--- config.mk ---
export PLATFORM = sky130hd
export DESIGN_NAME = io_top
export DESIGN_NICKNAME = d
export VERILOG_FILES = /design/src/hw/io_pkg.sv /design/src/hw/lcd_timer.sv /design/src/hw/lcd_seq.sv /design/src/hw/io_regs.sv /design/src/hw/io_top.sv
export SDC_FILE = /design/constraint.sdc
export NUM_CORES = 1
export LEC_CHECK = 0
export ABC_AREA = 1
export BUFFER_PORTS_ARGS = -buffer_cell sky130_fd_sc_hd__buf_2
export CAP_MARGIN = 20
export CORE_ASPECT_RATIO = 1.1
export CORE_UTILIZATION = 51
export DETAILED_ROUTE_END_ITERATION = 16
export PLACE_DENSITY = 0.77
export SLEW_MARGIN = 20
export SYNTH_ARGS = -nofsm -noshare
export SYNTH_HDL_FRONTEND = slang
export SYNTH_SLANG_ARGS = --single-unit
--- constraint.sdc ---
create_clock -name sys_clk -period 6.1 [get_ports sys_clk]
set_input_delay 0.61 -clock sys_clk [delete_from_list [all_inputs] [get_ports sys_clk]]
set_output_delay 0.61 -clock sys_clk [all_outputs]
set_load 0.005 [all_outputs]
--- src/hw/io_pkg.sv ---
package io_pkg;

  // ************************************************************************
  // bus widths
  // ************************************************************************
  localparam int addr_width = 10;  // data-memory address
  localparam int data_width = 16;  // CPU data word

  // ************************************************************************
  // address map
  // ************************************************************************
  // port word, LCD in the high byte and LED in the low byte
  localparam logic [addr_width-1:0] addr_port    = 10'h080;
  localparam logic [addr_width-1:0] addr_port_hi = 10'h081;  // LCD byte alone
  // command word on write, busy flag in bit 0 on read
  localparam logic [addr_width-1:0] addr_lcd_cmd = 10'h082;

  // ************************************************************************
  // LCD sequencer timing in sys_clk cycles
  // ************************************************************************
  localparam int timer_width = 8;

  localparam logic [timer_width-1:0] lcd_setup_cyc  = 8'd2;   // rs/db ahead of e
  localparam logic [timer_width-1:0] lcd_pulse_cyc  = 8'd12;  // e high
  localparam logic [timer_width-1:0] lcd_hold_cyc   = 8'd12;  // rs/db after e
  localparam logic [timer_width-1:0] lcd_settle_cyc = 8'd50;  // controller exec time

  // two nibbles plus the trailing settle, 102 cycles
  localparam int lcd_busy_cyc =
    2 * (int'(lcd_setup_cyc) + int'(lcd_pulse_cyc) + int'(lcd_hold_cyc)) +
    int'(lcd_settle_cyc);

  // sequencer states
  localparam logic [2:0] st_idle     = 3'd0;
  localparam logic [2:0] st_setup_hi = 3'd1;
  localparam logic [2:0] st_pulse_hi = 3'd2;
  localparam logic [2:0] st_hold_hi  = 3'd3;
  localparam logic [2:0] st_setup_lo = 3'd4;
  localparam logic [2:0] st_pulse_lo = 3'd5;
  localparam logic [2:0] st_hold_lo  = 3'd6;
  localparam logic [2:0] st_settle   = 3'd7;

  // ************************************************************************
  // I/O word, seen whole or as two bytes
  // ************************************************************************
  typedef struct packed {
    logic [7:0] hi;  // LCD port / command high byte
    logic [7:0] lo;  // LED port / command byte
  } io_bytes_t;

  typedef union packed {
    logic [data_width-1:0] raw;
    io_bytes_t             bytes;
  } io_word_u;

endpackage

--- src/hw/lcd_timer.sv ---
module lcd_timer import io_pkg::*; (
  input  logic                   sys_clk,
  input  logic                   rst_n,
  input  logic                   tmr_load,
  input  logic [timer_width-1:0] tmr_count,
  output logic                   tmr_done
);

  logic [timer_width-1:0] cnt_q;    // cycles left minus one
  logic                   running;

  // ************************************************************************
  // down-counter
  // ************************************************************************
  // load in cycle 0 gives done in cycle tmr_count
  always_ff @(posedge sys_clk or negedge rst_n) begin
    if (!rst_n) begin
      cnt_q   <= '0;
      running <= 1'b0;
    end else if (tmr_load) begin
      cnt_q   <= tmr_count - 1'b1;  // restart, even mid-count
      running <= 1'b1;
    end else if (running) begin
      if (cnt_q == '0) begin
        running <= 1'b0;
      end else begin
        cnt_q <= cnt_q - 1'b1;
      end
    end
  end

  // single-cycle pulse on the last cycle of the phase
  assign tmr_done = running && (cnt_q == '0);

endmodule

--- src/hw/lcd_seq.sv ---
module lcd_seq import io_pkg::*; (
  input  logic                   sys_clk,
  input  logic                   rst_n,
  input  logic                   cmd_start,
  input  logic                   cmd_rs,
  input  logic [7:0]             cmd_byte,
  input  logic [7:0]             lcd_port,
  input  logic                   tmr_done,
  output logic                   tmr_load,
  output logic [timer_width-1:0] tmr_count,
  output logic                   lcd_busy,
  output logic                   lcd_e,
  output logic                   lcd_rw,
  output logic                   lcd_rs,
  output logic                   lcd_bl,
  output logic [3:0]             lcd_db
);

  logic [2:0] state_q;
  logic [2:0] state_d;
  logic       accept;    // command taken this cycle
  logic       rs_q;      // latched register select
  logic [7:0] byte_q;    // latched command byte
  logic       lo_phase;  // low nibble on the bus

  assign accept = (state_q == st_idle) && cmd_start;

  // ************************************************************************
  // next state and timer load
  // ************************************************************************
  always_comb begin
    state_d   = state_q;
    tmr_load  = 1'b0;
    tmr_count = '0;
    case (state_q)
      st_idle: begin
        if (cmd_start) begin
          state_d   = st_setup_hi;
          tmr_load  = 1'b1;
          tmr_count = lcd_setup_cyc;
        end
      end
      st_setup_hi: begin
        if (tmr_done) begin
          state_d   = st_pulse_hi;
          tmr_load  = 1'b1;
          tmr_count = lcd_pulse_cyc;
        end
      end
      st_pulse_hi: begin
        if (tmr_done) begin
          state_d   = st_hold_hi;
          tmr_load  = 1'b1;
          tmr_count = lcd_hold_cyc;
        end
      end
      st_hold_hi: begin
        if (tmr_done) begin
          state_d   = st_setup_lo;  // second nibble
          tmr_load  = 1'b1;
          tmr_count = lcd_setup_cyc;
        end
      end
      st_setup_lo: begin
        if (tmr_done) begin
          state_d   = st_pulse_lo;
          tmr_load  = 1'b1;
          tmr_count = lcd_pulse_cyc;
        end
      end
      st_pulse_lo: begin
        if (tmr_done) begin
          state_d   = st_hold_lo;
          tmr_load  = 1'b1;
          tmr_count = lcd_hold_cyc;
        end
      end
      st_hold_lo: begin
        if (tmr_done) begin
          state_d   = st_settle;
          tmr_load  = 1'b1;
          tmr_count = lcd_settle_cyc;
        end
      end
      st_settle: begin
        if (tmr_done) begin
          state_d = st_idle;  // no reload, back to idle
        end
      end
      default: begin
        state_d = st_idle;
      end
    endcase
  end

  always_ff @(posedge sys_clk or negedge rst_n) begin
    if (!rst_n) begin
      state_q <= st_idle;
    end else begin
      state_q <= state_d;
    end
  end

  // command copy, held for the whole transfer
  always_ff @(posedge sys_clk) begin
    if (accept) begin
      rs_q   <= cmd_rs;
      byte_q <= cmd_byte;
    end
  end

  // ************************************************************************
  // pin steering
  // ************************************************************************
  assign lcd_busy = (state_q != st_idle);
  assign lo_phase = (state_q == st_setup_lo) || (state_q == st_pulse_lo) ||
                    (state_q == st_hold_lo)  || (state_q == st_settle);

  always_comb begin
    if (!lcd_busy) begin
      lcd_e  = lcd_port[0];  // software drives the pins directly
      lcd_rw = lcd_port[1];
      lcd_rs = lcd_port[2];
      lcd_db = lcd_port[7:4];
    end else begin
      lcd_e  = (state_q == st_pulse_hi) || (state_q == st_pulse_lo);
      lcd_rw = 1'b0;  // write only
      lcd_rs = rs_q;
      lcd_db = lo_phase ? byte_q[3:0] : byte_q[7:4];
    end
  end

  assign lcd_bl = lcd_port[3];  // never overridden

endmodule

--- src/hw/io_regs.sv ---
module io_regs import io_pkg::*; (
  input  logic                  sys_clk,
  input  logic                  rst_n,
  input  logic [addr_width-1:0] dmem_addr,
  input  logic                  dmem_wen,
  input  logic                  dmem_byt,
  input  logic [data_width-1:0] dmem_wdata,
  output logic [data_width-1:0] dmem_rdata,
  input  logic                  lcd_busy,
  output logic [5:0]            led,
  output logic [7:0]            lcd_port,
  output logic                  cmd_start,
  output logic                  cmd_rs,
  output logic [7:0]            cmd_byte
);

  io_word_u              wr_word;    // write data, byte view for the split
  io_word_u              port_q;     // hi = LCD register, lo = LED register
  logic [addr_width-1:0] addr_d;     // address of the previous cycle
  logic                  hit_port;
  logic                  hit_port_hi;
  logic                  hit_cmd;

  assign wr_word.raw = dmem_wdata;

  // ************************************************************************
  // address decode
  // ************************************************************************
  assign hit_port    = dmem_wen && (dmem_addr == addr_port);
  assign hit_port_hi = dmem_wen && (dmem_addr == addr_port_hi);
  assign hit_cmd     = dmem_wen && (dmem_addr == addr_lcd_cmd);

  // ************************************************************************
  // LED / LCD port registers
  // ************************************************************************
  always_ff @(posedge sys_clk or negedge rst_n) begin
    if (!rst_n) begin
      port_q.raw <= '0;
    end else if (hit_port) begin
      if (dmem_byt) begin
        port_q.bytes.lo <= wr_word.bytes.lo;  // LED only
      end else begin
        port_q.raw <= wr_word.raw;            // LCD and LED together
      end
    end else if (hit_port_hi) begin
      // byte lane of 0x081 is the upper half
      port_q.bytes.hi <= wr_word.bytes.hi;
    end
  end

  // board LEDs light on a low level
  assign led      = ~port_q.bytes.lo[5:0];
  assign lcd_port = port_q.bytes.hi;

  // ************************************************************************
  // command launch
  // ************************************************************************
  // one strobe per write, the sequencer drops it when busy
  assign cmd_start = hit_cmd;
  assign cmd_rs    = wr_word.bytes.hi[0];  // bit 8
  assign cmd_byte  = wr_word.bytes.lo;

  // ************************************************************************
  // read path
  // ************************************************************************
  always_ff @(posedge sys_clk or negedge rst_n) begin
    if (!rst_n) begin
      addr_d <= '0;
    end else begin
      addr_d <= dmem_addr;
    end
  end

  // answers the address of the previous cycle
  always_comb begin
    case (addr_d)
      addr_port,
      addr_port_hi: begin
        dmem_rdata = port_q.raw;
      end
      addr_lcd_cmd: begin
        dmem_rdata = {{(data_width-1){1'b0}}, lcd_busy};  // status word
      end
      default: begin
        dmem_rdata = '0;  // unmapped here
      end
    endcase
  end

endmodule

--- src/hw/io_top.sv ---
module io_top import io_pkg::*; (
  input  logic                  sys_clk,
  input  logic                  rst_n,
  // CPU data-memory port
  input  logic [addr_width-1:0] dmem_addr,
  input  logic                  dmem_wen,
  input  logic                  dmem_byt,
  input  logic [data_width-1:0] dmem_wdata,
  output logic [data_width-1:0] dmem_rdata,
  // board pins
  output logic [5:0]            led,     // active low
  output logic                  lcd_e,
  output logic                  lcd_rw,
  output logic                  lcd_rs,
  output logic                  lcd_bl,
  output logic [3:0]            lcd_db   // 4-bit bus mode
);

  logic [7:0]             lcd_port;
  logic                   cmd_start;
  logic                   cmd_rs;
  logic [7:0]             cmd_byte;
  logic                   lcd_busy;
  logic                   tmr_load;
  logic [timer_width-1:0] tmr_count;
  logic                   tmr_done;

  // ************************************************************************
  // register block on the CPU bus
  // ************************************************************************
  io_regs u_io_regs (
    .sys_clk    (sys_clk),
    .rst_n      (rst_n),
    .dmem_addr  (dmem_addr),
    .dmem_wen   (dmem_wen),
    .dmem_byt   (dmem_byt),
    .dmem_wdata (dmem_wdata),
    .dmem_rdata (dmem_rdata),
    .lcd_busy   (lcd_busy),
    .led        (led),
    .lcd_port   (lcd_port),
    .cmd_start  (cmd_start),
    .cmd_rs     (cmd_rs),
    .cmd_byte   (cmd_byte)
  );

  // ************************************************************************
  // LCD command path
  // ************************************************************************
  lcd_seq u_lcd_seq (
    .sys_clk   (sys_clk),
    .rst_n     (rst_n),
    .cmd_start (cmd_start),
    .cmd_rs    (cmd_rs),
    .cmd_byte  (cmd_byte),
    .lcd_port  (lcd_port),
    .tmr_done  (tmr_done),
    .tmr_load  (tmr_load),
    .tmr_count (tmr_count),
    .lcd_busy  (lcd_busy),
    .lcd_e     (lcd_e),
    .lcd_rw    (lcd_rw),
    .lcd_rs    (lcd_rs),
    .lcd_bl    (lcd_bl),
    .lcd_db    (lcd_db)
  );

  lcd_timer u_lcd_timer (
    .sys_clk   (sys_clk),
    .rst_n     (rst_n),
    .tmr_load  (tmr_load),
    .tmr_count (tmr_count),
    .tmr_done  (tmr_done)   // phase end
  );

endmodule

# Word level (Yosys, flattened, before mapping)
# Index checks and enable logic that the tools add are counted.
# word_totals
register_bits	47
latchBits	0
ram_bits	0
romBits	0
inputBits	30
output_inout_bits	30
word_cells	86
n_memories	0
# op_classes
add_sub_neg	2
n_mul	0
div	0
order_cmp	0
eq_ne	23
shift	0
mux	32
n_bitwise	1
n_reduce_logical	20
# op_table
op	n
$eq 10x8->1 const B	6
$mux 8	6
$pmux 16 s2	1
$pmux 8 s4	1
$mux 3	8
$pmux 3 s8	1
$ne 2x2->1 const B	9
$sub 8x1->8 const B	2
$eq 3x3->1 const B	4
$mux 4	3
$logic_not 8->1	1
$mux 1	8
$reduce_and 8->1	1
$eq 3x2->1 const B	2
$mux 6	1
$not 6->6	1
$reduce_or 6->1	1
$logic_and 1x1->1	5
$logic_or 1x1->1	4
$mux 2	2
$reduce_and 2->1	2
$reduce_bool 2->1	2
$reduce_or 4->1	1
$eq 3x1->1 const B	1
other kinds (5)	5

# Depth between registers and ports, before layout
# depth
depth_word	6
mapped_depth	16
mapped_depth_nobuf	16

# By module
# Synthesis repeated with hierarchy kept, for this count alone.
# unflattened
hier_cells	368
area_unflattened_um2	2955.3
# modules_own_cells
module	instances	cells_per_inst	area_per_inst_um2
io_regs	1	144	1367.6
lcd_seq	1	112	889.6
lcd_timer	1	112	698.2

# Worst setup path after synthesis
# OpenSTA, ideal clock, no wires.
# synth_path
path_type	input to register
start	in dmem_addr[3]
end	reg u_lcd_timer.cnt_q[6]
setup_ps	80
arrival_time_ps	2008
required_time_ps	6020
path_slack_ps	4012
stages	15
n_path_buf	0
path_cell_list	nor2_1 -> nand2_1 -> nor2_1 -> nand3_4 -> nand2_4 -> inv_4 -> nand2_2 -> nand2_2 -> inv_1 -> ha_1 -> inv_1 -> nor2_2 -> nand2_1 -> nor2_2 -> xnor2_1
# synth_between
elab_chain_cells	6
# synth_rtl
element	line	rtl
start: declaration	io_top.sv:5	input logic [addr_width-1:0] dmem_addr,
$eq 10x8->1 *	io_regs.sv:31	assign hit_cmd = dmem_wen && (dmem_addr == addr_lcd_cmd);
$logic_and 1x1->1 *	io_regs.sv:31	
$mux 2 or $mux 1 (tied branches)	lcd_seq.sv:37	if (cmd_start) begin
$pmux 8 s4 or $pmux 1 s2 (tied branches)	lcd_seq.sv:35	case (state_q)
$sub 8x1->8, or another cell as far along	lcd_timer.sv:21	cnt_q <= tmr_count - 1'b1;
$mux 8 or $reduce_and 2->1 (tied branches)	--	
end signal: assignment	lcd_timer.sv:21	
end signal: assignment	lcd_timer.sv:27	cnt_q <= cnt_q - 1'b1;
end: declaration	lcd_timer.sv:9	logic [timer_width-1:0] cnt_q;
# Every way passes the cells marked *; elsewhere a longest branch is shown, timed or not.
# A chain may end at the register's enable or synchronous reset.

# Worst setup path after layout
# layout_path
start	reg u_lcd_seq.state_q[0]
end	out lcd_e
# layout_between
elab_chain_cells	3
# layout_rtl
element	line	rtl
start: declaration	lcd_seq.sv:19	logic [2:0] state_q;
start signal: assignment	lcd_seq.sv:98	state_q <= st_idle;
start signal: assignment	lcd_seq.sv:100	state_q <= state_d;
$eq 3x2->1 or $eq 3x3->1 (tied branches)	lcd_seq.sv:126	lcd_e = (state_q == st_pulse_hi) || (state_q == st_pulse_lo);
$logic_or 1x1->1	lcd_seq.sv:126	
$mux 1 *	lcd_seq.sv:120	if (!lcd_busy) begin
end: declaration	io_top.sv:12	output logic lcd_e,
# Marks and branches as above.

==> qor.json <==
{
  "cts.sink_count": {"value": 47},
  "remaining_drc_errors": {"value": 0},
  "report.final.setup_viol": {"value": 0},
  "place.detailed.hpwl": {"value": 3.542, "unit": "mm"},
  "postLayoutSetupSlackWorst": {"value": 3.182, "unit": "ns"},
  "clkTransAtPathRegs": {"value": 0.09, "unit": "ns"},
  "setup_tns": {"value": 0, "unit": "ns"},
  "post_cts_buffers": {"value": 0},
  "max_cap_violations": {"value": 0},
  "antenna_violating_nets_post_route": {"value": 0},
  "critical_path_class": {"value": "register to output port"},
  "syn_area": {"value": 0.002384, "unit": "mm^2"},
  "synth_ff_type": {"value": "dfrtp_1"},
  "layout_worst_path_cycle_share": {"value": 0.4783},
  "die_area": {"value": 0.004951, "unit": "mm^2"},
  "holdCritPathClass": {"value": "input port to async pin"},
  "crit_slowest_cell": {"value": "nor2_1"},
  "critical_path_required": {"value": 5.49, "unit": "ns"},
  "ys_seq_area_frac": {"value": 0.5123},
  "post-place-ws": {"value": 3.412, "unit": "ns"},
  "outcome": {"value": "finished clean"},
  "tritoncts_clock_tree": {"value": "yes"},
  "clock_latency": {"value": 0.30, "unit": "ns"},
  "detail_route.iter0.violations": {"value": 133},
  "post_cts_resized": {"value": 0},
  "synth_edf_count": {"value": 9},
  "p_comb_frac": {"value": 0.388},
  "core_region_area": {"value": 0.004379, "unit": "mm^2"},
  "wl_per_cell": {"value": 11.67, "unit": "um"},
  "yosys_warnings": {"value": 0},
  "final_cell_mix": {"value": "buf_2, nor2_1, nand2_1"},
  "detailedRoute.firstPassIterationCount": {"value": 4},
  "seq_power_share": {"value": 0.412},
  "core.rowCount": {"value": 25},
  "top_layer_used": {"value": "met4"},
  "timing.final.crit_period": {"value": 2.918, "unit": "ns"},
  "detail_route.wirelength": {"value": 4.622, "unit": "mm"},
  "worst_ir_drop_vdd": {"value": 0.1599, "unit": "mV"},
  "die_x": {"value": 67.18, "unit": "um"},
  "cpPeakStageDelay": {"value": 0.62, "unit": "ns"},
  "route.layer.met1.wl": {"value": 2.116, "unit": "mm"},
  "diodes": {"value": 0},
  "syn_area_cell": {"value": 8.513, "unit": "um^2"},
  "place.gp.congestion": {"value": 0.8664},
  "clock.fmax": {"value": 342.7, "unit": "MHz"},
  "cp.arrival": {"value": 2.31, "unit": "ns"},
  "syn-num-nets": {"value": 315},
  "seq_area": {"value": 0.001221, "unit": "mm^2"},
  "utilization": {"value": 0.6414},
  "io-pin-count": {"value": 60},
  "wire_length_of_the_first_global_routing_pass": {"value": 7.700, "unit": "mm"},
  "grt_usage": {"value": 0.2065},
  "grt_setup_unrepaired": {"value": "no"},
  "instances_no_fill": {"value": 396},
  "cts_hold_buffers": {"value": 0},
  "dr_wl_met3": {"value": 255, "unit": "um"},
  "grt_antenna_before_repair": {"value": 0},
  "share_clk_of_total_power": {"value": 0.200},
  "cell_internal_pwr": {"value": 579.7, "unit": "uW"},
  "post_drt_via_cell_ratio": {"value": 4.924},
  "die_h": {"value": 73.70, "unit": "um"},
  "cell_by_cell_trace_of_the_critical_path": {"value": "inv_1 -> ha_1 -> inv_1 -> nor2_1 -> inv_1 -> o211ai_1 -> buf_2"},
  "ctsRootBufferMaster": {"value": "clkbuf_8"},
  "power_density_cells": {"value": 332.9, "unit": "mW/mm^2"},
  "first_global_vias": {"value": 1800},
  "port_buffers": {"value": 59},
  "htreeDepth": {"value": 2},
  "design.final.nets": {"value": 376},
  "finalMaxSlewViolations": {"value": 0},
  "multi_input_comb_area": {"value": 978.4, "unit": "um^2"},
  "maximum_number_of_pins_on_one_net_before_global_route_repair": {"value": 39},
  "cellLeakagePower": {"value": 0.001539, "unit": "uW"},
  "post_route_cells_drive_above_1_share": {"value": 0.2661},
  "crit_path_max_fanout": {"value": 12},
  "timing.reg2reg.setup_slack": {"value": 3.38, "unit": "ns"},
  "timing.critical_path.mode_cell": {"value": "inv_1"},
  "final.fill_count": {"value": 373},
  "synth.distinct_cells": {"value": 33},
  "place_inst": {"value": 388},
  "syn_inst": {"value": 280},
  "layout.cells.most_common": {"value": "buf_2"},
  "report.final.hold_viol_count": {"value": 0},
  "power.switching_fraction": {"value": 0.3802},
  "globalRouteOverflowTotal": {"value": 0},
  "area_delta_synth_final": {"value": 17.85, "unit": "%"},
  "met2_routed_wirelength": {"value": 2.218, "unit": "mm"},
  "worst_slew_margin": {"value": 0.4396},
  "number_of_buffers_created_by_cts": {"value": 5},
  "setup.worst_path.end_class": {"value": "output port"},
  "start_util": {"value": 0.5443},
  "crit_path_start_kind": {"value": "register"},
  "total_switching_power": {"value": 355.5, "unit": "uW"},
  "final.setup_skew": {"value": 0.008628, "unit": "ns"},
  "worst_slew_pin_slew": {"value": 0.8406, "unit": "ns"},
  "ctsLongestPathBuffers": {"value": 2},
  "via_count": {"value": 1950},
  "ys_seq_elements": {"value": 47},
  "synth-async-reset-ratio": {"value": 0.8085}
}
per-stage QoR:
step / power, uW / area [um^2] / hold WS (ns)
global placement: 745.3 / 2719 / 0.4983
finish: 935.2 / 2809 / 0.3970
detailed placement: 751.1 / 2719 / 0.5025
global route: 1004 / 2809 / 0.4115
CTS: 941.4 / 2809 / 0.4151
floorplan: 651.8 / 2384 / 0.3144
area by class of cell:
cell class,instances,share of cell area
inverter,41,0.05568
clock buffer,6,0.02584
timing repair buffer,59,0.1051
clock inverter,2,0.006236
sequential,47,0.4347
tap,54,0.02405
multi-input combinational,187,0.3483
synthesized netlist by cell type, types with 2 or more instances:
| cell type | instances | share of area |
|---|---|---|
| a21oi_1 | 24 | 0.050 |
| nor2_1 | 52 | 0.082 |
| ha_1 | 5 | 0.026 |
| nor2_4 | 2 | 0.0094 |
| clkbuf_1 | 3 | 0.0047 |
| inv_2 | 2 | 0.0032 |
| nand2_1 | 46 | 0.072 |
| nand2_2 | 7 | 0.018 |
| nand4_1 | 3 | 0.0079 |
| dfrtp_1 | 38 | 0.40 |
| nor2_2 | 5 | 0.013 |
| nand3_4 | 2 | 0.015 |
| nand3_1 | 14 | 0.029 |
| o21ai_0 | 7 | 0.015 |
| a22oi_1 | 4 | 0.013 |
| inv_1 | 38 | 0.060 |
| edfxtp_1 | 9 | 0.11 |
| nand2_4 | 4 | 0.019 |
state kept, by name (all words and copies together), names as in the netlist:
register,cells
u_lcd_seq.rs_q,1
u_io_regs.addr_d,10
u_lcd_seq.state_q,3
u_io_regs.port_q,16
u_lcd_timer.cnt_q,8
u_lcd_timer.running,1
u_lcd_seq.byte_q,8
layer usage:
layer  up-vias  track usage
met5         -            0
li1       1012            -
met4         0      0.06619
met2        55       0.3511
met3         4      0.05435
met1       879       0.2523
power by group through the flow:
stage                     clock (uW)  combinational, uW  sequential (uW)
final                            187                363              385
after global routing             204                410              389
after CTS                        193                364              385
after detailed placement           0                360              391
after global placement             0                355              390
after floorplan                    0                268              384
worst max-delay path, delay by kind of cell, from the launching register on:
kind	cells	cell delay (ns)
buffers and inverters	4	0.58
AND/OR/NAND/NOR	1	0.62
AO/OA/AOI/OAI	1	0.23
adder cells (fa/ha/maj)	1	0.18
flip-flops	1	0.41
final timing paths:
path                                      start                   end  depth (start not counted)
max                        u_lcd_seq.state_q[0]                 lcd_e                          7
min                                       rst_n   u_io_regs.port_q[6]                          1
max reg2reg                u_lcd_seq.state_q[0]  u_lcd_timer.cnt_q[6]                         16
min reg2reg                 u_io_regs.port_q[7]   u_io_regs.port_q[7]                          2
max in group asynchronous                 rst_n   u_io_regs.port_q[8]                          1
min in group sys_clk               dmem_addr[8]   u_io_regs.addr_d[8]                          1
logic make-up (layout without fill, tap and decap cells):
family / Yosys count / after routing / synth area share
XOR/XNOR: 1 / 1 / 0.003675
flip-flops: 47 / 47 / 0.5123
AO/OA/AOI/OAI: 40 / 40 / 0.09239
adder cells (fa/ha/maj): 5 / 5 / 0.02625
AND/OR/NAND/NOR: 141 / 141 / 0.2882
buffers and inverters: 46 / 108 / 0.07717
No activity file was read; power rests on OpenSTA's default activity.
